<file path="src/verilog/proc_ctrl_pkg.sv">
// ------------------------------
// processor control package
// select encodings, control words, instruction patterns
// ------------------------------
package proc_ctrl_pkg;

  // basic fields
  typedef logic [31:0] inst_t;
  typedef logic [4:0]  reg_addr_t;
  typedef logic [11:0] csr_addr_t;

  // ------------------------------
  // datapath selects
  // ------------------------------

  typedef enum logic [3:0] {
    alu_add, alu_sub, alu_and, alu_or,
    alu_xor, alu_slt, alu_sltu, alu_sra,
    alu_srl, alu_sll, alu_cp0, alu_cp1
  } alu_fn_e;

  // csr operand is the mngr2proc value
  typedef enum logic [1:0] {
    op2_rf, op2_imm, op2_csr
  } op2_sel_e;

  // encoding kept in step with the immediate generator
  typedef enum logic [2:0] {
    imm_i = 3'd0,
    imm_b = 3'd2
  } imm_type_e;

  typedef enum logic [1:0] {
    br_none, br_bne, br_beq
  } br_type_e;

  typedef enum logic {
    mem_none, mem_load
  } mem_type_e;

  typedef enum logic {
    wb_alu, wb_mem
  } wb_sel_e;

  typedef enum logic [1:0] {
    pc_plus4, pc_branch
  } pc_sel_e;

  // ------------------------------
  // control words
  // ------------------------------

  // selects used in D itself
  typedef struct packed {
    op2_sel_e  op2_sel;
    imm_type_e imm_type;
  } d_ctrl_t;

  // word carried through X, M and W
  typedef struct packed {
    logic      rf_wen;
    reg_addr_t rf_waddr;
    alu_fn_e   alu_fn;
    br_type_e  br_type;
    mem_type_e mem_type;
    wb_sel_e   wb_sel;
    logic      proc2mngr;
  } x_ctrl_t;

  // per stage register enables to the datapath
  typedef struct packed {
    logic f;
    logic d;
    logic x;
    logic m;
    logic w;
  } reg_en_t;

  // manager csr numbers
  localparam csr_addr_t CSR_PROC2MNGR = 12'h7C0;
  localparam csr_addr_t CSR_MNGR2PROC = 12'hFC0;

  // ------------------------------
  // casez patterns, RV32 field layout
  // ------------------------------

  // nop is addi x0, x0, 0 and must be matched before addi
  localparam inst_t INST_NOP  = 32'b0000000_00000_00000_000_00000_0010011;
  localparam inst_t INST_ADD  = 32'b0000000_?????_?????_000_?????_0110011;
  localparam inst_t INST_SUB  = 32'b0100000_?????_?????_000_?????_0110011;
  localparam inst_t INST_AND  = 32'b0000000_?????_?????_111_?????_0110011;
  localparam inst_t INST_OR   = 32'b0000000_?????_?????_110_?????_0110011;
  localparam inst_t INST_XOR  = 32'b0000000_?????_?????_100_?????_0110011;
  localparam inst_t INST_SLT  = 32'b0000000_?????_?????_010_?????_0110011;
  localparam inst_t INST_SLTU = 32'b0000000_?????_?????_011_?????_0110011;
  localparam inst_t INST_SRA  = 32'b0100000_?????_?????_101_?????_0110011;
  localparam inst_t INST_SRL  = 32'b0000000_?????_?????_101_?????_0110011;
  localparam inst_t INST_SLL  = 32'b0000000_?????_?????_001_?????_0110011;
  localparam inst_t INST_ADDI = 32'b????????????_?????_000_?????_0010011;
  localparam inst_t INST_LW   = 32'b????????????_?????_010_?????_0000011;
  localparam inst_t INST_BNE  = 32'b???????_?????_?????_001_?????_1100011;
  localparam inst_t INST_BEQ  = 32'b???????_?????_?????_000_?????_1100011;
  // csrr is csrrs rd, csr, x0 and csrw is csrrw x0, csr, rs1
  localparam inst_t INST_CSRR = 32'b????????????_00000_010_?????_1110011;
  localparam inst_t INST_CSRW = 32'b????????????_?????_001_00000_1110011;

endpackage

</file>
<file path="src/verilog/inst_decoder.sv">
// ------------------------------
// instruction decoder
// control table and csr decode for the word in D
// ------------------------------
`timescale 1ns/1ps

module inst_decoder import proc_ctrl_pkg::*; (
  input  inst_t     inst,
  output logic      dec_val,
  output x_ctrl_t   dec,
  output d_ctrl_t   d_ctrl,
  output logic      rs1_en,
  output logic      rs2_en,
  output reg_addr_t rs1,
  output reg_addr_t rs2,
  output logic      mngr2proc_read
);

  // one row of the decode table
  typedef struct packed {
    logic      val;
    br_type_e  br_type;
    imm_type_e imm_type;
    logic      rs1_en;
    op2_sel_e  op2_sel;
    logic      rs2_en;
    alu_fn_e   alu_fn;
    mem_type_e mem_type;
    wb_sel_e   wb_sel;
    logic      rf_wen;
    logic      csrr;
    logic      csrw;
  } cs_row_t;

  localparam logic n = 1'b0;
  localparam logic y = 1'b1;

  csr_addr_t csr;
  cs_row_t   row;

  // fixed field positions
  assign rs1 = inst[19:15];
  assign rs2 = inst[24:20];
  assign csr = inst[31:20];

  // ------------------------------
  // decode table
  // ------------------------------

  always_comb begin
    casez (inst)
      //                val br       imm    rs1 op2      rs2 alu       mem       wb      wen rd wr
      INST_NOP  : row = '{y, br_none, imm_i, n, op2_rf,  n, alu_add,  mem_none, wb_alu, n, n, n};
      INST_ADD  : row = '{y, br_none, imm_i, y, op2_rf,  y, alu_add,  mem_none, wb_alu, y, n, n};
      INST_SUB  : row = '{y, br_none, imm_i, y, op2_rf,  y, alu_sub,  mem_none, wb_alu, y, n, n};
      INST_AND  : row = '{y, br_none, imm_i, y, op2_rf,  y, alu_and,  mem_none, wb_alu, y, n, n};
      INST_OR   : row = '{y, br_none, imm_i, y, op2_rf,  y, alu_or,   mem_none, wb_alu, y, n, n};
      INST_XOR  : row = '{y, br_none, imm_i, y, op2_rf,  y, alu_xor,  mem_none, wb_alu, y, n, n};
      INST_SLT  : row = '{y, br_none, imm_i, y, op2_rf,  y, alu_slt,  mem_none, wb_alu, y, n, n};
      INST_SLTU : row = '{y, br_none, imm_i, y, op2_rf,  y, alu_sltu, mem_none, wb_alu, y, n, n};
      INST_SRA  : row = '{y, br_none, imm_i, y, op2_rf,  y, alu_sra,  mem_none, wb_alu, y, n, n};
      INST_SRL  : row = '{y, br_none, imm_i, y, op2_rf,  y, alu_srl,  mem_none, wb_alu, y, n, n};
      INST_SLL  : row = '{y, br_none, imm_i, y, op2_rf,  y, alu_sll,  mem_none, wb_alu, y, n, n};
      // reg-imm and load
      INST_ADDI : row = '{y, br_none, imm_i, y, op2_imm, n, alu_add,  mem_none, wb_alu, y, n, n};
      INST_LW   : row = '{y, br_none, imm_i, y, op2_imm, n, alu_add,  mem_load, wb_mem, y, n, n};
      // branches compare in the datapath, alu unused
      INST_BNE  : row = '{y, br_bne,  imm_b, y, op2_rf,  y, alu_add,  mem_none, wb_alu, n, n, n};
      INST_BEQ  : row = '{y, br_beq,  imm_b, y, op2_rf,  y, alu_add,  mem_none, wb_alu, n, n, n};
      // csr moves
      INST_CSRR : row = '{y, br_none, imm_i, n, op2_csr, n, alu_cp1,  mem_none, wb_alu, y, y, n};
      INST_CSRW : row = '{y, br_none, imm_i, y, op2_rf,  n, alu_cp0,  mem_none, wb_alu, n, n, y};
      default   : row = '{n, br_none, imm_i, n, op2_rf,  n, alu_add,  mem_none, wb_alu, n, n, n};
    endcase
  end

  // ------------------------------
  // outputs
  // ------------------------------

  assign dec_val = row.val;
  assign rs1_en  = row.rs1_en;
  assign rs2_en  = row.rs2_en;

  // only the manager csrs are kept
  assign mngr2proc_read = row.csrr && (csr == CSR_MNGR2PROC);

  always_comb begin
    d_ctrl.op2_sel  = row.op2_sel;
    d_ctrl.imm_type = row.imm_type;
    // word handed to X
    dec.rf_wen    = row.rf_wen;
    dec.rf_waddr  = inst[11:7];
    dec.alu_fn    = row.alu_fn;
    dec.br_type   = row.br_type;
    dec.mem_type  = row.mem_type;
    dec.wb_sel    = row.wb_sel;
    dec.proc2mngr = row.csrw && (csr == CSR_PROC2MNGR);
  end

endmodule

</file>
<file path="src/verilog/hazard_detect.sv">
// ------------------------------
// hazard detect
// D sources against pending writes in X, M and W
// ------------------------------
`timescale 1ns/1ps

module hazard_detect import proc_ctrl_pkg::*; (
  input  logic      rs1_en,
  input  logic      rs2_en,
  input  reg_addr_t rs1,
  input  reg_addr_t rs2,
  input  logic      val_X,
  input  logic      val_M,
  input  logic      val_W,
  input  logic      rf_wen_X,
  input  logic      rf_wen_M,
  input  logic      rf_wen_pend_W,
  input  reg_addr_t rf_waddr_X,
  input  reg_addr_t rf_waddr_M,
  input  reg_addr_t rf_waddr_W,
  output logic      hazard
);

  // x0 never creates a dependence
  function automatic logic pend_match(
    input logic      src_en,
    input reg_addr_t src,
    input logic      val,
    input logic      wen,
    input reg_addr_t waddr
  );
    return src_en && val && wen && (waddr != 5'd0) && (src == waddr);
  endfunction

  logic hit_rs1;
  logic hit_rs2;

  // no bypass paths, so every later stage counts
  assign hit_rs1 = pend_match(rs1_en, rs1, val_X, rf_wen_X, rf_waddr_X)
                || pend_match(rs1_en, rs1, val_M, rf_wen_M, rf_waddr_M)
                || pend_match(rs1_en, rs1, val_W, rf_wen_pend_W, rf_waddr_W);

  assign hit_rs2 = pend_match(rs2_en, rs2, val_X, rf_wen_X, rf_waddr_X)
                || pend_match(rs2_en, rs2, val_M, rf_wen_M, rf_waddr_M)
                || pend_match(rs2_en, rs2, val_W, rf_wen_pend_W, rf_waddr_W);

  assign hazard = hit_rs1 || hit_rs2;

endmodule

</file>
<file path="src/verilog/stage_ctrl_regs.sv">
// ------------------------------
// stage control registers
// valid bit and control word for X, M and W
// ------------------------------
`timescale 1ns/1ps

module stage_ctrl_regs import proc_ctrl_pkg::*; (
  input  logic      clk,
  input  logic      reset,
  input  reg_en_t   reg_en,
  input  x_ctrl_t   dec,
  input  logic      next_val_D,
  input  logic      next_val_X,
  input  logic      next_val_M,
  input  logic      stall_W,
  output x_ctrl_t   x_ctrl,
  output logic      val_X,
  output logic      val_M,
  output logic      val_W,
  output mem_type_e mem_type_M,
  output wb_sel_e   wb_sel_M,
  output logic      proc2mngr_W,
  output logic      rf_wen_X,
  output logic      rf_wen_M,
  output logic      rf_wen_pend_W,
  output reg_addr_t rf_waddr_X,
  output reg_addr_t rf_waddr_M,
  output reg_addr_t rf_waddr_W,
  output logic      rf_wen_W,
  output logic      commit_inst
);

  // index 0 is X, 1 is M, 2 is W
  logic [2:0] en;
  logic [2:0] val;
  logic [2:0] val_in;
  x_ctrl_t    ctrl    [3];
  x_ctrl_t    ctrl_in [3];

  assign en     = {reg_en.w, reg_en.m, reg_en.x};
  assign val_in = {next_val_M, next_val_X, next_val_D};

  // each stage loads from the one before it
  assign ctrl_in[0] = dec;
  assign ctrl_in[1] = ctrl[0];
  assign ctrl_in[2] = ctrl[1];

  // ------------------------------
  // pipeline registers
  // ------------------------------

  always_ff @(posedge clk) begin
    for (int i = 0; i < 3; i++) begin
      if (reset) begin
        val[i]  <= 1'b0;
        ctrl[i] <= '0;
      end else if (en[i]) begin
        val[i]  <= val_in[i];
        ctrl[i] <= ctrl_in[i];
      end
    end
  end

  // ------------------------------
  // per stage views
  // ------------------------------

  assign val_X = val[0];
  assign val_M = val[1];
  assign val_W = val[2];

  // X fields for alu and branch resolution
  assign x_ctrl     = ctrl[0];
  assign rf_wen_X   = ctrl[0].rf_wen;
  assign rf_waddr_X = ctrl[0].rf_waddr;

  // M fields
  assign rf_wen_M   = ctrl[1].rf_wen;
  assign rf_waddr_M = ctrl[1].rf_waddr;
  assign mem_type_M = ctrl[1].mem_type;
  assign wb_sel_M   = ctrl[1].wb_sel;

  // W fields
  assign rf_wen_pend_W = ctrl[2].rf_wen;
  assign rf_waddr_W    = ctrl[2].rf_waddr;
  assign proc2mngr_W   = ctrl[2].proc2mngr;

  // register file write only for a live W entry
  assign rf_wen_W    = val_W && rf_wen_pend_W;
  // retires in the cycle W lets it go
  assign commit_inst = val_W && !stall_W;

endmodule

</file>
<file path="src/verilog/pipe_ctrl.sv">
// ------------------------------
// pipeline control
// F/D valid bits, stall and squash network, branch redirect, port strobes
// ------------------------------
`timescale 1ns/1ps

module pipe_ctrl import proc_ctrl_pkg::*; (
  input  logic      clk,
  input  logic      reset,
  input  logic      dec_val,
  input  logic      mngr2proc_read_D,
  input  logic      hazard_D,
  input  x_ctrl_t   x_ctrl,
  input  logic      val_X,
  input  logic      val_M,
  input  logic      val_W,
  input  mem_type_e mem_type_M,
  input  logic      proc2mngr_W,
  input  logic      br_cond_eq_X,
  output logic      imem_reqstream_val,
  input  logic      imem_reqstream_rdy,
  input  logic      imem_respstream_val,
  output logic      imem_respstream_rdy,
  output logic      imem_respstream_drop,
  output logic      dmem_reqstream_val,
  input  logic      dmem_reqstream_rdy,
  input  logic      dmem_respstream_val,
  output logic      dmem_respstream_rdy,
  input  logic      mngr2proc_val,
  output logic      mngr2proc_rdy,
  output logic      proc2mngr_val,
  input  logic      proc2mngr_rdy,
  output reg_en_t   reg_en,
  output pc_sel_e   pc_sel_F,
  output logic      next_val_D,
  output logic      next_val_X,
  output logic      next_val_M,
  output logic      stall_W
);

  logic val_F;
  logic val_D;
  // stalls raised by a stage itself
  logic ostall_F;
  logic ostall_D;
  logic ostall_X;
  logic ostall_M;
  logic ostall_W;
  // stalls including everything ahead
  logic stall_F;
  logic stall_D;
  logic stall_X;
  logic stall_M;
  logic squash_F;
  logic squash_D;
  logic osquash_X;
  logic br_taken_X;
  logic fetch_go;
  logic next_val_F;

  // ------------------------------
  // X branch resolution
  // ------------------------------

  always_comb begin
    case (x_ctrl.br_type)
      br_bne:  br_taken_X = val_X && !br_cond_eq_X;
      br_beq:  br_taken_X = val_X && br_cond_eq_X;
      default: br_taken_X = 1'b0;
    endcase
  end

  // X also holds a taken branch until imem takes the redirect
  assign ostall_X = val_X && ((x_ctrl.mem_type == mem_load && !dmem_reqstream_rdy)
                           || (br_taken_X && !imem_reqstream_rdy));
  assign stall_X  = val_X && (ostall_X || ostall_M || ostall_W);
  // once only, so never while X itself is held
  assign osquash_X = br_taken_X && !stall_X;

  assign dmem_reqstream_val = val_X && !stall_X && (x_ctrl.mem_type == mem_load);
  assign next_val_X         = val_X && !stall_X;

  // ------------------------------
  // M and W
  // ------------------------------

  assign ostall_M = val_M && (mem_type_M == mem_load) && !dmem_respstream_val;
  assign stall_M  = val_M && (ostall_M || ostall_W);
  assign dmem_respstream_rdy = val_M && !stall_M && (mem_type_M == mem_load);
  assign next_val_M = val_M && !stall_M;

  assign ostall_W      = val_W && proc2mngr_W && !proc2mngr_rdy;
  assign stall_W       = ostall_W;
  assign proc2mngr_val = val_W && !stall_W && proc2mngr_W;

  // ------------------------------
  // D
  // ------------------------------

  assign ostall_D = val_D && (hazard_D || (mngr2proc_read_D && !mngr2proc_val));
  assign stall_D  = val_D && (ostall_D || ostall_X || ostall_M || ostall_W);
  assign squash_D = val_D && osquash_X;

  // mngr2proc token only taken when the csrr really leaves D
  assign mngr2proc_rdy = val_D && mngr2proc_read_D && !stall_D && !squash_D;
  // unknown words are dropped here
  assign next_val_D    = val_D && dec_val && !stall_D && !squash_D;

  always_ff @(posedge clk) begin
    if (reset) begin
      val_D <= 1'b0;
    end else if (!stall_D || squash_D) begin
      val_D <= next_val_F;
    end
  end

  // ------------------------------
  // F
  // ------------------------------

  assign ostall_F = val_F && !imem_respstream_val;
  assign stall_F  = val_F && (ostall_F || ostall_D || ostall_X || ostall_M || ostall_W);
  assign squash_F = val_F && osquash_X;
  assign fetch_go = !stall_F || squash_F;

  // request goes out before F, never during reset
  assign imem_reqstream_val   = fetch_go && !reset;
  assign imem_respstream_rdy  = fetch_go;
  assign imem_respstream_drop = squash_F;
  assign pc_sel_F   = osquash_X ? pc_branch : pc_plus4;
  assign next_val_F = val_F && !stall_F && !squash_F;

  // F valid means an accepted fetch is outstanding
  always_ff @(posedge clk) begin
    if (reset) begin
      val_F <= 1'b0;
    end else if (fetch_go) begin
      val_F <= imem_reqstream_rdy;
    end
  end

  // pc only moves when its request was accepted
  always_comb begin
    reg_en.f = fetch_go && imem_reqstream_rdy;
    reg_en.d = !stall_D || squash_D;
    reg_en.x = !stall_X;
    reg_en.m = !stall_M;
    reg_en.w = !stall_W;
  end

endmodule

</file>
<file path="src/verilog/proc_ctrl.sv">
// ------------------------------
// processor control unit
// five stage in-order control, no bypassing
// ------------------------------
`timescale 1ns/1ps

module proc_ctrl import proc_ctrl_pkg::*; (
  input  logic      clk,
  input  logic      reset,
  // instruction memory
  output logic      imem_reqstream_val,
  input  logic      imem_reqstream_rdy,
  input  logic      imem_respstream_val,
  output logic      imem_respstream_rdy,
  output logic      imem_respstream_drop,
  // data memory
  output logic      dmem_reqstream_val,
  input  logic      dmem_reqstream_rdy,
  input  logic      dmem_respstream_val,
  output logic      dmem_respstream_rdy,
  // manager
  input  logic      mngr2proc_val,
  output logic      mngr2proc_rdy,
  output logic      proc2mngr_val,
  input  logic      proc2mngr_rdy,
  // datapath status
  input  inst_t     inst_D,
  input  logic      br_cond_eq_X,
  // datapath controls
  output reg_en_t   reg_en,
  output pc_sel_e   pc_sel_F,
  output d_ctrl_t   d_ctrl_D,
  output alu_fn_e   alu_fn_X,
  output wb_sel_e   wb_sel_M,
  output reg_addr_t rf_waddr_W,
  output logic      rf_wen_W,
  output logic      commit_inst
);

  // decode outputs
  logic      dec_val;
  x_ctrl_t   dec;
  logic      rs1_en;
  logic      rs2_en;
  reg_addr_t rs1;
  reg_addr_t rs2;
  logic      mngr2proc_read_D;
  logic      hazard_D;
  // later stage state
  x_ctrl_t   x_ctrl;
  logic      val_X;
  logic      val_M;
  logic      val_W;
  mem_type_e mem_type_M;
  logic      proc2mngr_W;
  logic      rf_wen_X;
  logic      rf_wen_M;
  logic      rf_wen_pend_W;
  reg_addr_t rf_waddr_X;
  reg_addr_t rf_waddr_M;
  // stage advance
  logic      next_val_D;
  logic      next_val_X;
  logic      next_val_M;
  logic      stall_W;

  // ------------------------------
  // D decode and hazards
  // ------------------------------

  inst_decoder i_dec (
    .inst           (inst_D),
    .dec_val        (dec_val),
    .dec            (dec),
    .d_ctrl         (d_ctrl_D),
    .rs1_en         (rs1_en),
    .rs2_en         (rs2_en),
    .rs1            (rs1),
    .rs2            (rs2),
    .mngr2proc_read (mngr2proc_read_D)
  );

  hazard_detect i_haz (
    .rs1_en        (rs1_en),
    .rs2_en        (rs2_en),
    .rs1           (rs1),
    .rs2           (rs2),
    .val_X         (val_X),
    .val_M         (val_M),
    .val_W         (val_W),
    .rf_wen_X      (rf_wen_X),
    .rf_wen_M      (rf_wen_M),
    .rf_wen_pend_W (rf_wen_pend_W),
    .rf_waddr_X    (rf_waddr_X),
    .rf_waddr_M    (rf_waddr_M),
    .rf_waddr_W    (rf_waddr_W),
    .hazard        (hazard_D)
  );

  // ------------------------------
  // pipeline state and control
  // ------------------------------

  // port names match the wires above one for one
  stage_ctrl_regs i_regs (.*);

  pipe_ctrl i_pipe (.*);

  // alu function rides in the X control word
  assign alu_fn_X = x_ctrl.alu_fn;

endmodule

</file>
<file path="config.mk">
export PLATFORM = sky130hd
export DESIGN_NAME = proc_ctrl
export DESIGN_NICKNAME = d
export VERILOG_FILES = /design/src/verilog/proc_ctrl_pkg.sv /design/src/verilog/inst_decoder.sv /design/src/verilog/hazard_detect.sv /design/src/verilog/stage_ctrl_regs.sv /design/src/verilog/pipe_ctrl.sv /design/src/verilog/proc_ctrl.sv
export SDC_FILE = /design/constraint.sdc
export NUM_CORES = 1
export LEC_CHECK = 0
export ABC_AREA = 1
export BUFFER_PORTS_ARGS = -buffer_cell sky130_fd_sc_hd__buf_2
export CORE_MARGIN = 4
export CORE_UTILIZATION = 55
export DETAILED_ROUTE_END_ITERATION = 8
export GPL_ROUTABILITY_DRIVEN = 0
export GPL_TIMING_DRIVEN = 0
export PLACE_DENSITY = 0.85
export SYNTH_ARGS = -nofsm -noshare
export SYNTH_HDL_FRONTEND = slang
export SYNTH_SLANG_ARGS = --single-unit
</file>
<file path="constraint.sdc">
create_clock -name clk -period 3.65 [get_ports clk]
set_input_delay 0.73 -clock clk [delete_from_list [all_inputs] [get_ports clk]]
set_output_delay 0.73 -clock clk [all_outputs]
set_load 0.01 [all_outputs]
</file>
==> results of run 1 <==
worst register-to-register path: cells and delay by family, from the launching register on:
family / cells / cell delay (ns)
and+or+nand+nor: 4 / 0.91
DFF: 1 / 0.34
AOI/OAI and AO/OA: 2 / 0.22
adders and majority gates: 1 / 0.20
xor gates and xnor gates: 1 / 0.16
buffers and inverters: 1 / 0.04
where the power goes:
part | switching, mW | internal (mW) | leakage, nW
Clock | 0.137 | 0.270 | 0.0658
Combinational | 0.0787 | 0.0492 | 1.19
Sequential | 0.00879 | 0.425 | 0.392
Total | 0.225 | 0.745 | 1.65
path summary, 6_finish.rpt:
check | to | slack [ns] | cells past startpoint
setup / recovery | imem_reqstream_val | 0.50 | 16
hold / removal | i_regs.val[2]$_SDFFE_PP0N_ | 0.54 | 2
setup reg to reg | i_regs.ctrl[0][11]$_SDFFCE_PN0P_ | 1.39 | 9
hold reg to reg | i_regs.val[2]$_SDFFE_PP0N_ | 0.54 | 2
synth_stat cells, drive strengths merged (3+ instances only):
cell type / instances / area [µm²]
nor2: 79 / 355
nor3: 19 / 115
nand4: 13 / 81.3
dfxtp: 5 / 100
xnor2: 7 / 61.3
nor4: 3 / 25.0
o21ai: 8 / 43.8
nand3: 29 / 180
nand2: 74 / 325
buf: 9 / 67.6
a21oi: 8 / 58.8
xor2: 8 / 70.1
o22ai: 9 / 56.3
inv: 75 / 282
edfxtp: 29 / 871
state kept, by name (all words and copies together) (netlist names):
name	flops
i_regs.ctrl	29
i_regs.val	3
i_pipe.val_D	1
i_pipe.val_F	1
layout by cell type (no fill, tap or decap), types with 8 or more instances in the layout:
master	n
o22ai_1	9
xor2_1	8
inv_2	12
nand3_1	22
nor2_1	67
edfxtp_1	29
nand4_1	13
nor3_1	15
nand2_2	10
nor2_2	8
nand2_1	61
buf_4	9
buf_2	67
inv_1	63
layout make-up:
cell class,instances,area (µm²)
Tap cell,67,83.8
Buffer,10,71.3
Timing Repair Buffer,67,335
Sequential cell,34,971
Clock inverter,3,63.8
Inverter,75,282
Fill cell,407,1480
Multi-Input combinational cell,266,1430
Clock buffer,5,68.8
routing by layer:
metal | GRT usage [%] | up-vias | wire length (µm) | share of wire [%]
li1 | - | 1372 | - | -
met5 | 0 | - | 0 | 0
met1 | 27.7 | 1230 | 2640 | 39
met2 | 41.5 | 124 | 3530 | 52
met3 | 3.67 | 17 | 450 | 6.7
met4 | 8.74 | 0 | 142 | 2.1
cell families after synthesis:
group           count (synthesis)  synth area share, %
fa+ha+maj                       1                0.455
xor+xnor                       15                 4.78
compound gates                 28                 6.60
buf+inv                        85                 12.8
simple gates                  219                 39.8
other cells                     1                0.136
flops                          34                 35.3
per-stage QoR:
step / std cells / setup slack, ns / hold WS, ns / cell area (µm²) / power [mW]
detailed placement: 519 / 0.521 / 0.526 / 3170 / 0.568
finish: 527 / 0.497 / 0.544 / 3310 / 0.969
CTS: 527 / 0.497 / 0.536 / 3310 / 0.970
global placement: 519 / 0.601 / 0.515 / 3170 / 0.564
global route: 527 / 0.272 / 0.593 / 3310 / 1.01
floorplan: 385 / 0.954 / 0.491 / 2760 / 0.515
==> impl_metrics.env, run 1 <==
export IMPL_leakage_nw=1.65
export IMPL_cp_required_ns=2.92
export IMPL_slowest_stage="nor2_2"
export IMPL_synth_cell_types=36
export IMPL_fin_crit_ns=3.15
export IMPL_fin_tns_setup_ns=0
export IMPL_synth_edff_count=29
export IMPL_syn_area_mm2=0.00275
export IMPL_dieArea_mm2=0.00619
export IMPL_area_growth_pct=20.4
export IMPL_ys_warn_count=0
export IMPL_slew_violations=0
export IMPL_clockRootBuffer="clkbuf_8"
export IMPL_crit_family="simple AND/OR/NAND/NOR gates"
export IMPL_wl_per_cell_um=12.8
export IMPL_worstHoldStart="i_regs.val[1]$_SDFFE_PP0N_"
export IMPL_worst_r2r_startpoint="i_regs.ctrl[0][3]$_SDFFCE_PP0P_"
export IMPL_ys_seq_area_share_pct=35.3
export IMPL_antenna_found_initial=0
export IMPL_final_hold_viol_count=0
export IMPL_die_w_um=78.7
export IMPL_cts_buffer_depth=2
export IMPL_grt_pass1_vias=2614
export IMPL_worst_setup_path_type="in2out"
export IMPL_h_tree_depth=2
export IMPL_drive_gt1_share_pct=29.8
export IMPL_skew_ns=0.00386
export IMPL_min_period_over_period_pct=86.4
export IMPL_start_util_pct=57.4
export IMPL_status="complete, no violations"
export IMPL_tritoncts="yes"
export IMPL_synth_avg_cell_area_um2=7.17
export IMPL_critPathLaunchType="primary input"
export IMPL_worstPathCellList="buf_2 > nor2_2 > nand2_1 > nor2_1 > nand3_2 > nand2_1 > nor2_4 > nand4_1 > nand2_1 > nand3_2 > nand2_4 > nand3_2 > nand2_2 > inv_2 > nor2_1 > buf_2"
export IMPL_arrival_ns=2.42
export IMPL_track_usage_pct=23.2
export IMPL_slew_limit_headroom_pct=57.8
export IMPL_synth_cells=383
export IMPL_vias_per_cell=5.20
export IMPL_path_max_fanout=5
export IMPL_drtPass1Iterations=5
export IMPL_io_buffers=67
export IMPL_antenna_left=0
export IMPL_drt_wl_total_um=6760
export IMPL_min_path_type="reg2reg"
export IMPL_nets=501
export IMPL_dp_hpwl_um=5580
export IMPL_final_core_util_pct=69.1
export IMPL_p_per_area_mw_per_mm2=293
export IMPL_worstMarginPinSlew_ns=0.631
export IMPL_path_buf_inv=3
export IMPL_grt_max_degree=16
export IMPL_ir_drop_uv=192
export IMPL_diodes=0
export IMPL_max_freq_mhz=317
export IMPL_synthArstFlopShare_pct=0
export IMPL_cp_end_kind="output port"
export IMPL_row_count=25
export IMPL_cts_sinks=34
export IMPL_post_cts_resized=0
export IMPL_ys_ff_latch=34
export IMPL_postCtsHoldBufs=0
export IMPL_yosys_most_used_dff="edfxtp_1"
export IMPL_grt_pass1_wl_um=11400
export IMPL_cpPeakStageDelay_ns=0.23
export IMPL_startpoint="inst_D[28]"
export IMPL_die_h_um=78.7
export IMPL_drcViolationCount=0
export IMPL_io_pins=72
export IMPL_setup_viol=0
export IMPL_overflow=0
export IMPL_core_mm2=0.00479
export IMPL_vias=2743
export IMPL_rsz0062_at_grt="no"
export IMPL_drt_iter0_drc=167
export IMPL_cts_inserted_buffers=5
export IMPL_path_clk_slew_ns=0.07
export IMPL_cap_violations=0
export IMPL_insertion_delay_ns=0.29
export IMPL_post_cts_setup_buffers=0
Note: power is estimated with default switching activity, not from simulation.
==> run 2: changes to the inputs <==
--- a/config.mk
+++ b/config.mk
@@ -7,12 +7,14 @@
 export LEC_CHECK = 0
 export ABC_AREA = 1
 export BUFFER_PORTS_ARGS = -buffer_cell sky130_fd_sc_hd__buf_2
+export CORE_ASPECT_RATIO = 0.8
 export CORE_MARGIN = 4
 export CORE_UTILIZATION = 55
 export DETAILED_ROUTE_END_ITERATION = 8
 export GPL_ROUTABILITY_DRIVEN = 0
 export GPL_TIMING_DRIVEN = 0
-export PLACE_DENSITY = 0.85
+export PLACE_DENSITY = 0.83
 export SYNTH_ARGS = -nofsm -noshare
 export SYNTH_HDL_FRONTEND = slang
+export SYNTH_HIERARCHICAL = 1
 export SYNTH_SLANG_ARGS = --single-unit
==> run 2 against run 1 <==
Against the previous run:
- the run now ends with setup timing left
- clock power down 24%
- sequential cell count grew 2
- design area grew 22%
- synthesized cell count up 31%
- hold slack worse by 0.019 ns
- register-to-register slack gained 0.02 ns
- die area rose by 15%
- sequential share of layout area fell by 3.9 points
- non-clock buffer count increased by 31
==> impl_metrics.env, run 2 <==
export IMPL_placed_cells=649
export IMPL_drt_wl_total_um=8560
export IMPL_rsz0062_at_grt="yes"
export IMPL_grt_pass1_wl_um=13300
export IMPL_synth_cells=502
export IMPL_worstMarginPinSlew_ns=0.572
export IMPL_row_count=24
export IMPL_critPathLaunchType="primary input"
export IMPL_cap_violations=0
export IMPL_slew_limit_headroom_pct=61.8
export IMPL_start_util_pct=57.9
export IMPL_cp_required_ns=2.92
export IMPL_synth_avg_cell_area_um2=6.40
export IMPL_status="complete, but fails checks"
export IMPL_skew_ns=0.00522
export IMPL_reg2reg_slack_ns=1.41
export IMPL_layout_commonest_cell="nand2_1"
export IMPL_violations="setup timing"
export IMPL_drtPass1Iterations=4
export IMPL_nets=634
export IMPL_drcViolationCount=0
export IMPL_worst_setup_path_type="in2out"
export IMPL_instances_no_fill=671
export IMPL_reg_largest_list="i_regs/ctrl x31, i_regs/val x3"
export IMPL_arrival_ns=3.01
export IMPL_io_pins=72
export IMPL_tritoncts="yes"
export IMPL_core_mm2=0.00556
export IMPL_ir_drop_uv=203
export IMPL_grt_max_degree=16
export IMPL_vias=3301
export IMPL_cts_sinks=36
export IMPL_antenna_left=0
export IMPL_grt_pass1_vias=2938
export IMPL_hold_slack_ns=0.524
export IMPL_min_period_over_period_pct=103
export IMPL_wl_per_cell_um=12.7
export IMPL_slew_violations=0
export IMPL_final_hold_viol_count=0
export IMPL_cts_buffer_depth=2
export IMPL_antenna_found_initial=0
export IMPL_setup_viol=3
export IMPL_ys_warn_count=6
export IMPL_fin_tns_setup_ns=-0.172
export IMPL_path_clk_slew_ns=0.07
export IMPL_largest_register="i_regs/ctrl"
export IMPL_p_per_area_mw_per_mm2=234
export IMPL_diodes=0
export IMPL_finalWorstSetupSlack_ns=-0.0933
export IMPL_min_path_type="reg2reg"
export IMPL_insertion_delay_ns=0.28
export IMPL_io_buffers=68
export IMPL_max_freq_mhz=267
export IMPL_leakage_nw=2.07
export IMPL_fin_crit_ns=3.74
export IMPL_final_area_mm2=0.00405
export IMPL_cp_end_kind="output port"
export IMPL_clockRootBuffer="clkbuf_8"
export IMPL_syn_area_mm2=0.00321
export IMPL_overflow=0
export IMPL_final_core_util_pct=72.8
export IMPL_track_usage_pct=22.8
export IMPL_drive_gt1_share_pct=36.1
export IMPL_layout_common_cells="133 x nand2_1, 77 x nor2_1, 77 x inv_1"
export IMPL_vias_per_cell=4.92
export IMPL_path_max_fanout=6
export IMPL_postCtsHoldBufs=0
export IMPL_die_w_um=93.5
export IMPL_post_dp_cell_area_mm2=0.00366
export IMPL_dieArea_mm2=0.00714
export IMPL_cts_inserted_buffers=5
export IMPL_drt_iter0_drc=231
export IMPL_largest_reg_flops=31
export IMPL_die_h_um=76.4
export IMPL_h_tree_depth=2
export IMPL_dp_hpwl_um=6300
export IMPL_area_growth_pct=25.9
run 2: path summary, 6_finish.rpt:
kind	startpoint	endpoint	cells after the start
max	inst_D[0]	imem_reqstream_val	23
min	i_regs/val[2]$_SDFFE_PP0P_	i_regs/val[2]$_SDFFE_PP0P_	2
min reg2reg	i_regs/val[2]$_SDFFE_PP0P_	i_regs/val[2]$_SDFFE_PP0P_	2
max reg2reg	i_regs/ctrl[0][4]$_SDFFCE_PN0P_	i_regs/ctrl[0][6]$_SDFFCE_PN0P_	9
run 2: worst max-delay path: stages:
cell and delay, ns:
buf_6 0.09, nand2_2 0.06, inv_2 0.04, nand2_4 0.13
nor2_4 0.08, nand3_2 0.10, nand2_2 0.07, nor2_4 0.12
nand2_2 0.09, nor2_4 0.15, nand2_4 0.09, nand3_2 0.08
a21oi_2 0.03, nand2_1 0.06, nor2_1 0.03, nor2_1 0.15
nand3_2 0.13, a21oi_2 0.18, nand4_1 0.19, nand3_2 0.14
inv_2 0.05, nor2_2 0.08, buf_2 0.15
run 2: what timing repair did:
| action | in CTS | in global routing |
|---|---|---|
| buffers inserted | 8 | 6 |
| pin swaps | 17 | 26 |
| endpoints found under the setup margin | 5 | 5 |
| gates resized for setup | 27 | 28 |
run 2: final cells by class:
| cell class | instances | area (µm²) |
|---|---|---|
| plain buffers | 26 | 203 |
| flip-flops and latches | 36 | 1030 |
| fillers | 436 | 1510 |
| well taps | 78 | 97.6 |
| multi-input cells | 339 | 1740 |
| clock buffers | 8 | 100 |
| inverters | 102 | 394 |
| repair buffers | 82 | 484 |
run 2: where the power goes:
part | switching (mW) | leakage, nW | internal [mW]
Sequential | 0.00843 | 0.417 | 0.450
Clock | 0.136 | 0.0515 | 0.172
Combinational | 0.104 | 1.61 | 0.0758
Total | 0.249 | 2.07 | 0.698
run 2: layer usage:
layer,vias to the layer above,wire (µm),track usage [%]
met3,17,626,4.05
met2,138,4260,39.5
li1,1680,-,-
met4,0,139,4.25
met5,-,0,0
met1,1466,3530,30.0
run 2: stage by stage:
| stage | worst slack [ns] | power, mW |
|---|---|---|
| 6_report | -0.0933 | 0.947 |
| 5_1_grt | -0.225 | 0.995 |
| 4_1_cts | 0.00255 | 0.937 |
| 3_5_place_dp | -0.221 | 0.623 |
| 3_3_place_gp | -0.117 | 0.618 |
| 2_1_floorplan | 0.280 | 0.567 |
